--- src/xif_pkg.sv ---
`default_nettype none

package xif_pkg;

  // Operand width of the integer datapath
  localparam int unsigned DataWidth = 32;

  // Width of a raw instruction word
  localparam int unsigned InstrWidth = 32;

  // Major opcode owned by the accelerator
  localparam logic [6:0] OPCODE_CUSTOM0 = 7'b0001011;

  // Operation select carried in funct3
  localparam logic [2:0] FUNCT3_ADD3 = 3'd0;
  localparam logic [2:0] FUNCT3_MIN  = 3'd1;
  localparam logic [2:0] FUNCT3_MAX  = 3'd2;
  localparam logic [2:0] FUNCT3_ROL  = 3'd3;
  localparam logic [2:0] FUNCT3_ROLI = 3'd4;

  // Two views of the same instruction word
  typedef union packed {
    // R4 format, used by the three-source add and the register ops
    struct packed {
      logic [4:0] rs3;
      logic [1:0] funct2;
      logic [4:0] rs2;
      logic [4:0] rs1;
      logic [2:0] funct3;
      logic [4:0] rd;
      logic [6:0] opcode;
    } r4;
    // I format, only the immediate rotate
    struct packed {
      logic [11:0] imm12;
      logic [4:0]  rs1;
      logic [2:0]  funct3;
      logic [4:0]  rd;
      logic [6:0]  opcode;
    } i;
  } xinstr_u;

  // One queue slot holds the instruction word and all three operands
  localparam int unsigned EntryWidth = InstrWidth + 3 * DataWidth;

endpackage

`default_nettype wire
--- src/xif_acc_wrapper.sv ---
`timescale 1ns/1ps
`default_nettype none

module xif_acc_wrapper
  import xif_pkg::*;
#(
  parameter int unsigned QueueDepth = 4
) (
  input  logic                      clk_i,
  input  logic                      rst_n_i,

  // X-request channel
  input  logic                      x_q_valid_i,
  output logic                      x_q_ready_o,
  input  logic [InstrWidth-1:0]     x_q_instr_data_i,
  input  logic [2:0][DataWidth-1:0] x_q_rs_i,
  input  logic [2:0]                x_q_rs_valid_i,
  output logic                      x_k_accept_o,
  output logic                      x_k_writeback_o,

  // X-response channel
  output logic                      x_p_valid_o,
  input  logic                      x_p_ready_i,
  output logic [4:0]                x_p_rd_o,
  output logic [DataWidth-1:0]      x_p_data_o
);

  // Predecoder to queue
  logic                      push_valid;
  logic [InstrWidth-1:0]     push_instr;
  logic [2:0][DataWidth-1:0] push_rs;
  logic                      full;

  // Queue to accelerator
  logic                      pop_valid;
  logic                      pop_ready;
  logic [InstrWidth-1:0]     pop_instr;
  logic [2:0][DataWidth-1:0] pop_rs;

  xif_predecoder u_predecoder (
    .x_q_valid_i     (x_q_valid_i),
    .x_q_ready_o     (x_q_ready_o),
    .x_q_instr_data_i(x_q_instr_data_i),
    .x_q_rs_i        (x_q_rs_i),
    .x_q_rs_valid_i  (x_q_rs_valid_i),
    .x_k_accept_o    (x_k_accept_o),
    .x_k_writeback_o (x_k_writeback_o),
    .full_i          (full),
    .push_valid_o    (push_valid),
    .push_instr_o    (push_instr),
    .push_rs_o       (push_rs)
  );

  xif_instr_queue #(
    .Depth(QueueDepth)
  ) u_queue (
    .clk_i       (clk_i),
    .rst_n_i     (rst_n_i),
    .push_valid_i(push_valid),
    .push_instr_i(push_instr),
    .push_rs_i   (push_rs),
    .full_o      (full),
    .pop_valid_o (pop_valid),
    .pop_ready_i (pop_ready),
    .pop_instr_o (pop_instr),
    .pop_rs_o    (pop_rs)
  );

  xif_alu_unit u_alu (
    .clk_i      (clk_i),
    .rst_n_i    (rst_n_i),
    .pop_valid_i(pop_valid),
    .pop_ready_o(pop_ready),
    .pop_instr_i(pop_instr),
    .pop_rs_i   (pop_rs),
    .x_p_valid_o(x_p_valid_o),
    .x_p_ready_i(x_p_ready_i),
    .x_p_rd_o   (x_p_rd_o),
    .x_p_data_o (x_p_data_o)
  );

endmodule

`default_nettype wire

--- src/xif_alu_unit.sv ---
`timescale 1ns/1ps
`default_nettype none

module xif_alu_unit
  import xif_pkg::*;
(
  input  logic                      clk_i,
  input  logic                      rst_n_i,

  // Head of the instruction queue
  input  logic                      pop_valid_i,
  output logic                      pop_ready_o,
  input  logic [InstrWidth-1:0]     pop_instr_i,
  input  logic [2:0][DataWidth-1:0] pop_rs_i,

  // X-response channel to the core
  output logic                      x_p_valid_o,
  input  logic                      x_p_ready_i,
  output logic [4:0]                x_p_rd_o,
  output logic [DataWidth-1:0]      x_p_data_o
);

  localparam int unsigned ShWidth = $clog2(DataWidth);

  xinstr_u              instr;
  logic [DataWidth-1:0] rs1;
  logic [DataWidth-1:0] rs2;
  logic [DataWidth-1:0] rs3;
  logic [DataWidth-1:0] result;
  logic                 pop_en;

  logic                 out_valid_q;
  logic [4:0]           out_rd_q;
  logic [DataWidth-1:0] out_data_q;

  // Rotate by doubling the word, the upper half is the result
  function automatic logic [DataWidth-1:0] rotl(input logic [DataWidth-1:0] a,
                                                input logic [ShWidth-1:0]   sh);
    logic [2*DataWidth-1:0] dbl;
    dbl = {a, a} << sh;
    return dbl[2*DataWidth-1 -: DataWidth];
  endfunction

  assign instr = pop_instr_i;
  assign rs1   = pop_rs_i[0];
  assign rs2   = pop_rs_i[1];
  assign rs3   = pop_rs_i[2];

  always_comb begin
    case (instr.r4.funct3)
      FUNCT3_ADD3: result = rs1 + rs2 + rs3;
      FUNCT3_MIN:  result = ($signed(rs1) < $signed(rs2)) ? rs1 : rs2;
      FUNCT3_MAX:  result = ($signed(rs1) < $signed(rs2)) ? rs2 : rs1;
      FUNCT3_ROL:  result = rotl(rs1, rs2[ShWidth-1:0]);
      // Shift amount from the I-format immediate
      FUNCT3_ROLI: result = rotl(rs1, instr.i.imm12[ShWidth-1:0]);
      default:     result = '0;
    endcase
  end

  // Take a new entry when the output stage is empty or draining now
  assign pop_ready_o = ~out_valid_q | x_p_ready_i;
  assign pop_en      = pop_valid_i & pop_ready_o;

  always_ff @(posedge clk_i or negedge rst_n_i) begin
    if (!rst_n_i) begin
      out_valid_q <= 1'b0;
    end else if (pop_en) begin
      out_valid_q <= 1'b1;
    end else if (x_p_ready_i) begin
      out_valid_q <= 1'b0;
    end
  end

  // Payload only moves on a pop, so it holds under back-pressure
  always_ff @(posedge clk_i) begin
    if (pop_en) begin
      out_rd_q   <= instr.r4.rd;
      out_data_q <= result;
    end
  end

  assign x_p_valid_o = out_valid_q;
  assign x_p_rd_o    = out_rd_q;
  assign x_p_data_o  = out_data_q;

endmodule

`default_nettype wire

--- src/xif_instr_queue.sv ---
`timescale 1ns/1ps
`default_nettype none

module xif_instr_queue
  import xif_pkg::*;
#(
  parameter int unsigned Depth = 4
) (
  input  logic                      clk_i,
  input  logic                      rst_n_i,

  // Write side, fed by the predecoder
  input  logic                      push_valid_i,
  input  logic [InstrWidth-1:0]     push_instr_i,
  input  logic [2:0][DataWidth-1:0] push_rs_i,
  output logic                      full_o,

  // Read side, drained by the accelerator
  output logic                      pop_valid_o,
  input  logic                      pop_ready_i,
  output logic [InstrWidth-1:0]     pop_instr_o,
  output logic [2:0][DataWidth-1:0] pop_rs_o
);

  localparam int unsigned PtrWidth = (Depth > 1) ? $clog2(Depth) : 1;
  localparam int unsigned CntWidth = $clog2(Depth + 1);

  logic [EntryWidth-1:0] mem_q [Depth];
  logic [EntryWidth-1:0] head_entry;
  logic [PtrWidth-1:0]   wr_ptr_q;
  logic [PtrWidth-1:0]   rd_ptr_q;
  logic [CntWidth-1:0]   count_q;
  logic                  push_en;
  logic                  pop_en;

  // Pointer advance with explicit wrap, so any depth works
  function automatic logic [PtrWidth-1:0] ptr_next(input logic [PtrWidth-1:0] ptr);
    logic [PtrWidth-1:0] nxt;
    if (ptr == PtrWidth'(Depth - 1)) begin
      nxt = '0;
    end else begin
      nxt = ptr + 1'b1;
    end
    return nxt;
  endfunction

  assign full_o      = (count_q == CntWidth'(Depth));
  assign pop_valid_o = (count_q != '0);
  assign push_en     = push_valid_i & ~full_o;
  assign pop_en      = pop_valid_o & pop_ready_i;

  always_ff @(posedge clk_i or negedge rst_n_i) begin
    if (!rst_n_i) begin
      wr_ptr_q <= '0;
      rd_ptr_q <= '0;
      count_q  <= '0;
    end else begin
      if (push_en) begin
        wr_ptr_q <= ptr_next(wr_ptr_q);
      end
      if (pop_en) begin
        rd_ptr_q <= ptr_next(rd_ptr_q);
      end
      // Simultaneous push and pop leaves occupancy unchanged
      case ({push_en, pop_en})
        2'b10:   count_q <= count_q + 1'b1;
        2'b01:   count_q <= count_q - 1'b1;
        default: count_q <= count_q;
      endcase
    end
  end

  // Storage array
  always_ff @(posedge clk_i) begin
    if (push_en) begin
      mem_q[wr_ptr_q] <= {push_instr_i, push_rs_i};
    end
  end

  assign head_entry  = mem_q[rd_ptr_q];
  assign pop_instr_o = head_entry[EntryWidth-1 -: InstrWidth];
  assign pop_rs_o    = head_entry[3*DataWidth-1:0];

endmodule

`default_nettype wire

--- src/xif_predecoder.sv ---
`timescale 1ns/1ps
`default_nettype none

module xif_predecoder
  import xif_pkg::*;
(
  // X-request channel from the core
  input  logic                      x_q_valid_i,
  output logic                      x_q_ready_o,
  input  logic [InstrWidth-1:0]     x_q_instr_data_i,
  input  logic [2:0][DataWidth-1:0] x_q_rs_i,
  input  logic [2:0]                x_q_rs_valid_i,
  output logic                      x_k_accept_o,
  output logic                      x_k_writeback_o,

  // Push side of the instruction queue
  input  logic                      full_i,
  output logic                      push_valid_o,
  output logic [InstrWidth-1:0]     push_instr_o,
  output logic [2:0][DataWidth-1:0] push_rs_o
);

  xinstr_u    instr;
  logic       accept;
  logic [2:0] rs_needed;
  logic       operands_ready;
  logic       can_push;

  assign instr = x_q_instr_data_i;

  // Decode opcode and funct3, build the mask of operands the op reads
  always_comb begin
    accept    = 1'b0;
    rs_needed = 3'b000;
    if (instr.r4.opcode == OPCODE_CUSTOM0) begin
      case (instr.r4.funct3)
        FUNCT3_ADD3: begin
          accept    = 1'b1;
          rs_needed = 3'b111;
        end
        FUNCT3_MIN, FUNCT3_MAX, FUNCT3_ROL: begin
          accept    = 1'b1;
          rs_needed = 3'b011;
        end
        FUNCT3_ROLI: begin
          accept    = 1'b1;
          rs_needed = 3'b001;
        end
        default: begin
          accept    = 1'b0;
          rs_needed = 3'b000;
        end
      endcase
    end
  end

  // Unneeded operands count as ready
  assign operands_ready = &(x_q_rs_valid_i | ~rs_needed);
  assign can_push       = operands_ready & ~full_i;

  // Foreign instructions complete at once and never reach the queue
  assign x_q_ready_o     = ~accept | can_push;
  assign x_k_accept_o    = accept;
  assign x_k_writeback_o = accept;

  // Push exactly in the transfer cycle of an accepted instruction
  assign push_valid_o = x_q_valid_i & accept & can_push;
  assign push_instr_o = x_q_instr_data_i;
  assign push_rs_o    = x_q_rs_i;

endmodule

`default_nettype wire

--- config.mk ---
export PLATFORM = sky130hd
export DESIGN_NAME = xif_acc_wrapper
export DESIGN_NICKNAME = d
export VERILOG_FILES = /design/src/xif_pkg.sv /design/src/xif_acc_wrapper.sv /design/src/xif_alu_unit.sv /design/src/xif_instr_queue.sv /design/src/xif_predecoder.sv
export SDC_FILE = /design/constraint.sdc
export NUM_CORES = 1
export LEC_CHECK = 0
export BUFFER_PORTS_ARGS = -buffer_cell sky130_fd_sc_hd__buf_2
export CAP_MARGIN = 20
export CELL_PAD_IN_SITES_DETAIL_PLACEMENT = 2
export CELL_PAD_IN_SITES_GLOBAL_PLACEMENT = 2
export CORE_ASPECT_RATIO = 0.5
export CORE_MARGIN = 4
export CORE_UTILIZATION = 23
export CTS_BUF_LIST = sky130_fd_sc_hd__clkbuf_16
export DETAILED_ROUTE_END_ITERATION = 8
export GPL_ROUTABILITY_DRIVEN = 0
export GPL_TIMING_DRIVEN = 1
export HOLD_SLACK_MARGIN = 0.03
export PLACE_DENSITY_LB_ADDON = 0.1
export REMOVE_ABC_BUFFERS = 1
export SYNTH_ARGS = -nofsm -noshare
export SYNTH_HDL_FRONTEND = slang
export SYNTH_SLANG_ARGS = --single-unit
--- constraint.sdc ---
create_clock -name clk_i -period 8.5 [get_ports clk_i]
set_input_delay 0.85 -clock clk_i [delete_from_list [all_inputs] [get_ports clk_i]]
set_output_delay 0.85 -clock clk_i [all_outputs]
set_load 0.02 [all_outputs]
==> run_results.csv, run 1 <==
group,metric,value,unit
outcome,status,"finished, final reports clean",
critical_path,slowest_delay,700,ps
yosys,synth_seq_cells,481,
clock_network,clk_pin_slew,60,ps
critical_path,worstPathRequired,8840,ps
global_route,globalRouteOverflowTotal,0,
timing,timing_hold_violations_final,0,
yosys,synth_edf_count,473,
global_route,grt_util_met1,0.184,
global_route,grt_pass1_wl,105000,microns
global_route,track_usage,0.135,
placement,port_buffers,163,
cells_and_area,final_nets,1787,
timing,maxSlewHeadroom,0.360,
route,first_pass_iters,5,
clock_network,cts.path.max_buffers,3,
timing,skew,23.0,ps
floorplan,core,98100,sq um
critical_path,crit_path_top_delay_cell,"mux4_2",
yosys,ys_warn_count,0,
yosys,syn_avg_cell_area,16.6,sq um
placement,post-place-ws,2010,ps
cells_and_area,area_growth_syn_to_layout,17.2,%
clock_network,post_cts_resize_count,0,
yosys,synth_top_cell_by_area,"edfxtp_1",
timing,min_period,6390,ps
critical_path,path_class,"reg2reg",
job,cap_violations,0,
global_route,grt_antenna_before_repair,7,
route,drt_wl_total,71400,microns
route,drcViolationCount,0,
timing,timing.fmax,0.156,GHz
global_route,use_met2,0.227,
global_route,met3_usage,0.0259,
yosys,synth_area,22800,sq um
placement,hpwl,50300,microns
timing,finalCritPeriodShare,0.752,
cells_and_area,final_area,26800,sq um
clock_network,hold_buffers,0,
yosys,async_flop_share,0.0166,
route,ant_nets,0,
route,vias,13400,
cells_and_area,utilization,0.273,
yosys,synth_most_common_cell,"edfxtp_1",
critical_path,worst-path-max-fanout,40,
timing,setup_violations,0,
global_route,grt_max_degree,50,
critical_path,end_kind,"flip-flop",
clock_network,clk_latency,600,ps
floorplan,fp.dieArea,105000,sq um
clock_network,postCtsSetupRepairBufs,0,
global_route,grt_pass1_vias,15200,
floorplan,start_util,0.233,
floorplan,fp.dieH,231,microns
clock_network,cts_root_buf,"clkbuf_16",
floorplan,dieWidth,453,microns
clock_network,cts_tree,"done",
route,routedWlPerCell,24.5,microns
clock_network,cts.sinks,481,
timing,slew_violations,0,
placement,place_area,25300,sq um
route,drtIter0Drc,756,
yosys,synth_cells,1372,
critical_path,path_cells,"buf_12 > mux4_2 > fa_1 > ha_1 > fa_1 > a211oi_1 > nor2_1 > o31ai_1 > buf_4 > a2111oi_0 > buf_1 > o21ai_0 > o21ai_0 > xor2_1 > a222oi_1 > buf_4 > nand3_1",
timing,fin_ws,2110,ps
clock_network,htreeDepth,2,
critical_path,critPathLaunchType,"flip-flop",
critical_path,worstPathArrival,6730,ps
yosys,synth_common_cells,"edfxtp_1, mux4_2, ha_1",
yosys,synthTopCellsByArea,"edfxtp_1, mux4_2, ha_1",
worst_hold_path,holdCritPathClass,"in2async",
yosys,synth_ff_type,"edfxtp_1",
timing,holdWs,154,ps
global_route,grt.busiest_layer,"met2",
yosys,yosysUniqueCellTypes,66,
route,via_per_inst,4.60,
yosys,synth_seq_area_share,0.631,
cells_and_area,drive_above_1_share,0.272,
clock_network,cts_made_buffers,49,
timing,grt_setup_unrepaired,"false",
timing,tightest_slew,960,ps
floorplan,rows,81,
yosys,synth_top_area_frac,0.622,
floorplan,ioPinCount,176,
final timing paths:
check	depth (start not counted)	endpoint	from	slack, ps
worst min register to register	1	u_queue.count_q[0]	u_queue.count_q[0]	500
worst max register to register	17	u_alu.x_p_data_o[27]	u_queue.rd_ptr_q[0]	2110
min in group clk_i	1	u_queue.mem_q[3][104]	x_q_instr_data_i[8]	460
worst max-delay path	17	u_alu.x_p_data_o[27]	u_queue.rd_ptr_q[0]	2110
max in group asynchronous	1	u_queue.rd_ptr_q[1]	rst_n_i	8030
worst min-delay path	1	u_alu.x_p_valid_o	rst_n_i	150
placed cells by master, fill, tap and decap left out, types with 6 or more instances in the layout:
cell,synthesis,routed
nor3_1,22,21
inv_1,59,67
clkbuf_16,0,49
a222oi_1,8,8
dfrtp_1,8,6
a221oi_1,12,12
o21ai_0,55,55
nor2_1,52,52
o22ai_1,37,37
nand4_1,10,10
nand3_1,19,19
ha_1,68,68
mux2i_1,27,27
or3_1,6,6
a211oi_1,6,6
edfxtp_1,473,473
buf_2,11,163
o22a_1,6,6
buf_4,2,25
clkinv_2,0,6
xnor2_1,18,18
clkinv_1,0,13
a21oi_1,38,36
o221ai_1,9,9
a211o_1,6,6
o211ai_1,11,11
a221o_1,9,9
mux2_2,37,37
nand2_1,48,48
a22oi_1,12,12
xor2_1,7,7
a21o_1,21,21
fa_1,33,33
mux4_2,120,120
cell families after synthesis:
family          Yosys count  share of synthesized area
mux                     190                      0.152
buf+inv                 122                     0.0213
flops                   481                      0.631
simple gates            186                     0.0389
xor+xnor                 25                    0.00960
fa+ha+maj               101                     0.0662
compound gates          267                     0.0804
stage by stage:
step           TNS (ps)  cells
2_1_floorplan     -1510   1309
3_3_place_gp          0   2826
3_5_place_dp          0   2827
4_1_cts               0   2912
5_1_grt               0   2913
6_report              0   2915
flip-flops by register name, indices dropped and copies added (netlist names):
| signal | count |
|---|---|
| u_queue.mem_q | 436 |
| u_queue.rd_ptr_q | 2 |
| u_queue.wr_ptr_q | 2 |
| u_alu.x_p_valid_o | 1 |
| u_alu.x_p_data_o | 32 |
| u_alu.x_p_rd_o | 5 |
| u_queue.count_q | 3 |
final cells by class:
type / instances / area, sq um
antenna: 2 / 5.00
clock buffer: 49 / 1230
clock inverter: 36 / 205
fill: 10300 / 71400
inverter: 59 / 221
multi-input combinational: 769 / 7970
sequential: 481 / 14400
tap: 1328 / 1660
timing repair buffer: 191 / 1050
per-layer routing:
metal	wire length (microns)	vias to the layer above	part of all wire
met5	69	-	0.00097
li1	-	5963	-
met4	960	10	0.013
met1	33300	7177	0.47
met3	2840	67	0.040
met2	34300	185	0.48
critical path: cells and delay by family (launching register included):
family / cells / cell delay [ps]
AOI/OAI and AO/OA: 6 / 2100
adders and majority gates: 3 / 1260
buffers and inverters: 4 / 950
muxes: 1 / 700
DFF: 1 / 590
xor gates and xnor gates: 1 / 230
and+or+nand+nor: 2 / 200
Power of run 1 is not shown: default switching activity piles up to over one toggle a cycle in this logic, so the estimate is an artifact.
==> inputs of run 2 (changes only) <==
- clock period: 8.5 -> 6.03 ns (I/O delays scaled with it)
==> run 2 against run 1 <==
Critical path depth down 3. Design area rose by 1.9%. Clock skew rose by 2.6 ps. Fmax up 14%. Sequential share of layout area is 1.0 points lower. Clock-buffer cell count increased by 3. Non-clock buffer count rose by 28. Core utilization up 0.53 points. Highest routed layer unchanged.
==> run_results.csv, run 2 (synthesis gave the netlist of run 1 again) <==
group,metric,value,unit
route,via_per_inst,4.59,
global_route,grt_max_degree,56,
critical_path,critPathLaunchType,"flip-flop",
critical_path,regToRegStartpoint,"u_queue.rd_ptr_q[0]",
route,drt_wl_total,71900,microns
timing,timing.fmax,0.179,GHz
floorplan,ioPinCount,176,
critical_path,worstPathRequired,6360,ps
floorplan,core,98100,sq um
placement,post-place-ws,226,ps
critical_path,path_class,"reg2reg",
clock_network,clk_pin_slew,60,ps
route,routedWlPerCell,24.3,microns
timing,maxSlewHeadroom,0.309,
clock_network,clk_latency,610,ps
floorplan,start_util,0.233,
critical_path,reg2reg_depth,14,
route,ant_nets,0,
route,drcViolationCount,0,
timing,finalCritPeriodShare,0.929,
job,cap_violations,0,
timing,fin_ws,430,ps
cells_and_area,drive_above_1_share,0.288,
critical_path,crit_start,"u_queue.rd_ptr_q[0]",
clock_network,cts.path.max_buffers,3,
floorplan,rows,81,
placement,port_buffers,163,
global_route,grt_pass1_wl,106000,microns
clock_network,cts_made_buffers,51,
placement,hpwl,51400,microns
cells_and_area,final_cell_mix,"edfxtp_1, buf_2, mux4_2",
clock_network,htreeDepth,2,
clock_network,cts_root_buf,"clkbuf_16",
worst_hold_path,holdCritPathClass,"in2reg",
critical_path,worst-path-max-fanout,35,
timing,min_period,5600,ps
cells_and_area,layout_commonest_cell,"edfxtp_1",
floorplan,dieWidth,453,microns
timing,tightest_slew,1030,ps
critical_path,end_kind,"flip-flop",
outcome,status,"finished, final reports clean",
global_route,track_usage,0.137,
floorplan,fp.dieH,231,microns
clock_network,cts_tree,"done",
critical_path,worstReg2RegEnd,"u_alu.x_p_data_o[29]",
clock_network,cts.sinks,481,
critical_path,crit_path_end,"u_alu.x_p_data_o[29]",
route,vias,13600,
critical_path,reg2reg_slack,430,ps
critical_path,worstPathArrival,5930,ps
cells_and_area,final_nets,1817,
cells_and_area,largest_register,"u_queue.mem_q",
global_route,globalRouteOverflowTotal,0,
timing,setup_violations,0,
timing,setup_tns,0,ps
route,first_pass_iters,5,
route,drtIter0Drc,788,
global_route,grt_antenna_before_repair,7,
timing,grt_setup_unrepaired,"false",
clock_network,postCtsSetupRepairBufs,0,
timing,skew,25.5,ps
floorplan,fp.dieArea,105000,sq um
cells_and_area,area_growth_syn_to_layout,19.5,%
timing,timing_hold_violations_final,0,
timing,holdWs,204,ps
global_route,grt_pass1_vias,15500,
timing,slew_violations,0,
cells_and_area,largest_reg_flops,436,
-- run 2: changes by cell type in the layout (fill, tap and decap cells not counted), sizes merged --
| cell | previous run | this run |
|---|---|---|
| buf | 191 | 218 |
| bufinv | 1 | 3 |
| clkbuf | 49 | 52 |
| clkinv | 21 | 22 |
| clkinvlp | 3 | 2 |
| diode | 2 | 5 |
| dlygate4sd3 | 0 | 1 |
| inv | 70 | 74 |
-- run 2: repair_timing --
item,4_1_cts,5_1_grt
endpoints found under the hold margin,8,0
gates resized for setup,0,3
endpoints found under the setup margin,0,4
hold buffers,1,0
-- run 2: how the worst min path moves through the flow --
stage | end | slack, ps | depth (start not counted) | from
5_1_grt | u_queue.mem_q[2][59] | 170 | 1 | x_q_rs_i[59]
6_report | u_alu.x_p_valid_o | 200 | 2 | x_p_ready_i
4_1_cts | u_queue.mem_q[2][31] | 150 | 1 | x_q_rs_i[31]
3_3_place_gp | u_alu.x_p_valid_o | 490 | 1 | rst_n_i
2_1_floorplan | u_alu.x_p_valid_o | 310 | 0 | rst_n_i
3_5_place_dp | u_alu.x_p_valid_o | 500 | 1 | rst_n_i
-- run 2: per-layer routing --
| layer | vias to the layer above | share of wire | GRT usage |
|---|---|---|---|
| li1 | 6028 | - | - |
| met1 | 7245 | 0.46 | 0.187 |
| met3 | 94 | 0.032 | 0.0226 |
| met2 | 187 | 0.49 | 0.230 |
| met5 | - | 0.00054 | 0 |
| met4 | 6 | 0.019 | 0.0282 |
-- run 2: through the flow --
step	area (sq um)	utilization	std cells
after floorplan	22600	-	1309
after global placement	25600	0.261	2854
after detailed placement	25600	0.261	2854
after CTS	27200	0.278	2949
after global routing	27300	0.278	2950
final	27300	0.278	2955
-- run 2: layout make-up --
cell class | instances | area, sq um
multi-input cells | 769 | 7970
clock buffers | 52 | 1300
inverters | 59 | 221
repair buffers | 219 | 1400
flip-flops and latches | 481 | 14400
diodes | 5 | 12.5
clock inverters | 42 | 295
fillers | 10300 | 70800
well taps | 1328 | 1660
-- run 2: worst max-delay path, cell delays in order, from the launching register on --
cell	delay (ps)
dfrtp_4	590
buf_12	240
buf_12	250
buf_12	270
mux4_2	460
nor3b_2	760
mux2i_4	370
buf_12	240
mux2_2	430
mux4_2	490
nor2_1	140
a21oi_1	120
a222oi_1	600
buf_4	210
o211ai_1	90
Power of run 2 is left out for the same reason.
==> inputs of run 3 (changes only) <==
- CELL_PAD_IN_SITES_DETAIL_PLACEMENT: 2 -> 0
- CELL_PAD_IN_SITES_GLOBAL_PLACEMENT: 2 -> 1
- CORE_ASPECT_RATIO: 0.5 -> 0.75
==> run 3 against run 2 <==
Largest cell class unchanged. Highest routed layer unchanged. Critical path depth unchanged. Register-to-register slack better by 70 ps. First-iteration DRC count increased by 5.2%.
==> run_results.csv, run 3 (synthesis gave the netlist of run 1 again) <==
group,metric,value,unit
worst_hold_path,hold_start,"x_p_ready_i",
floorplan,fp.dieArea,104000,sq um
floorplan,ioPinCount,176,
critical_path,worst-path-max-fanout,23,
global_route,track_usage,0.135,
critical_path,path_cells,"buf_4 > mux4_2 > fa_1 > ha_1 > nand2_1 > o211ai_1 > o211ai_1 > a2111oi_1 > o21ai_0 > o21ai_0 > buf_4 > xor2_1 > a222oi_1 > nand3_1",
clock_network,cts_made_buffers,54,
clock_network,clk_latency,620,ps
floorplan,core,97900,sq um
route,routedWlPerCell,24.0,microns
clock_network,postCtsSetupRepairBufs,0,
placement,hpwl,50600,microns
route,via_per_inst,4.56,
timing,setup_violations,0,
timing,skew,24.4,ps
route,ant_nets,0,
global_route,grt_antenna_before_repair,14,
critical_path,end_kind,"flip-flop",
cells_and_area,final_nets,1828,
global_route,globalRouteOverflowTotal,0,
global_route,grt_pass1_wl,103000,microns
clock_network,cts.sinks,481,
cells_and_area,largest_register,"u_queue.mem_q",
critical_path,worstPathArrival,5860,ps
route,drt_wl_total,70900,microns
clock_network,htreeDepth,2,
timing,finalCritPeriodShare,0.916,
timing,timing_hold_violations_final,0,
route,first_pass_iters,5,
cells_and_area,layout_commonest_cell,"edfxtp_1",
clock_network,cts.path.max_buffers,3,
outcome,status,"finished, final reports clean",
global_route,grt_pass1_vias,14200,
placement,port_buffers,163,
timing,min_period,5530,ps
timing,setup_tns,0,ps
clock_network,cts_root_buf,"clkbuf_16",
cells_and_area,area_growth_syn_to_layout,20.1,%
floorplan,start_util,0.233,
critical_path,worstPathRequired,6360,ps
cells_and_area,drive_above_1_share,0.291,
global_route,grt_max_degree,58,
critical_path,path_delay_family,"compound AO/OA/AOI/OAI gates",
cells_and_area,largest_reg_flops,436,
cells_and_area,fillCellCount,9928,
route,drtIter0Drc,829,
critical_path,crit_start,"u_queue.rd_ptr_q[0]",
cells_and_area,final_cell_mix,"edfxtp_1, buf_2, mux4_2",
floorplan,dieWidth,372,microns
clock_network,cts_tree,"done",
critical_path,crit_path_top_delay_cell,"dfrtp_4",
floorplan,rows,99,
critical_path,path_class,"reg2reg",
timing,slew_violations,0,
critical_path,reg2reg_slack,500,ps
route,drcViolationCount,0,
critical_path,worst-path-buf-inv,2,
job,cap_violations,0,
timing,grt_setup_unrepaired,"false",
floorplan,fp.dieH,281,microns
timing,tightest_slew,817,ps
critical_path,critPathLaunchType,"flip-flop",
worst_hold_path,holdCritPathClass,"in2reg",
route,vias,13500,
timing,timing.fmax,0.181,GHz
critical_path,slowest_delay,750,ps
clock_network,clk_pin_slew,60,ps
timing,maxSlewHeadroom,0.455,
critical_path,regToRegStartpoint,"u_queue.rd_ptr_q[0]",
run 3: cell type report:
| cell class | instances | area, sq um | area share |
|---|---|---|---|
| clock buffers | 54 | 1350 | 0.0493 |
| clock inverters | 45 | 367 | 0.0134 |
| flip-flops and latches | 481 | 14400 | 0.526 |
| diodes | 6 | 15.0 | 0.000548 |
| well taps | 1313 | 1640 | 0.0600 |
| repair buffers | 227 | 1420 | 0.0520 |
| multi-input cells | 769 | 7970 | 0.291 |
| inverters | 59 | 221 | 0.00808 |
run 3: worst paths after layout:
path	to	depth (start not counted)
worst min-delay path	u_alu.x_p_valid_o	2
worst max register to register	u_alu.x_p_data_o[27]	14
worst min register to register	u_queue.count_q[0]	1
worst max-delay path	u_alu.x_p_data_o[27]	14
max in group asynchronous	u_queue.rd_ptr_q[0]	2
min in group asynchronous	u_alu.x_p_valid_o	2
run 3: worst reg2reg max path: stages (launching register included):
cell and delay, ps:
dfrtp_4 750, buf_4 390, mux4_2 590, fa_1 470, ha_1 380, nand2_1 160, o211ai_1 210, o211ai_1 340
a2111oi_1 620, o21ai_0 260, o21ai_0 320, buf_4 200, xor2_1 70, a222oi_1 370, nand3_1 130
run 3: routing by layer:
| metal | vias to the layer above | routed length [microns] | track usage |
|---|---|---|---|
| met2 | 293 | 31700 | 0.207 |
| met3 | 89 | 3810 | 0.0309 |
| met4 | 18 | 1070 | 0.0257 |
| met5 | - | 120 | 0 |
| met1 | 7003 | 34200 | 0.197 |
| li1 | 6059 | - | - |
run 3: stage by stage:
step                      hold WS [ps]  cells   util  setup slack [ps]  cell area (sq um)
after floorplan                    307   1309      -             -2760              22600
after global placement             485   2848  0.262               377              25700
after detailed placement           492   2848  0.262               393              25700
after CTS                          132   2948  0.280               355              27400
after global routing               148   2948  0.280               102              27400
final                              188   2954  0.280               505              27400
run 3: timing repair:
item	CTS	global route
setup endpoints to repair	0	1
resized for setup	0	1
hold buffers	1	0
hold endpoints to repair	8	0
Power of run 3 is left out for the same reason.
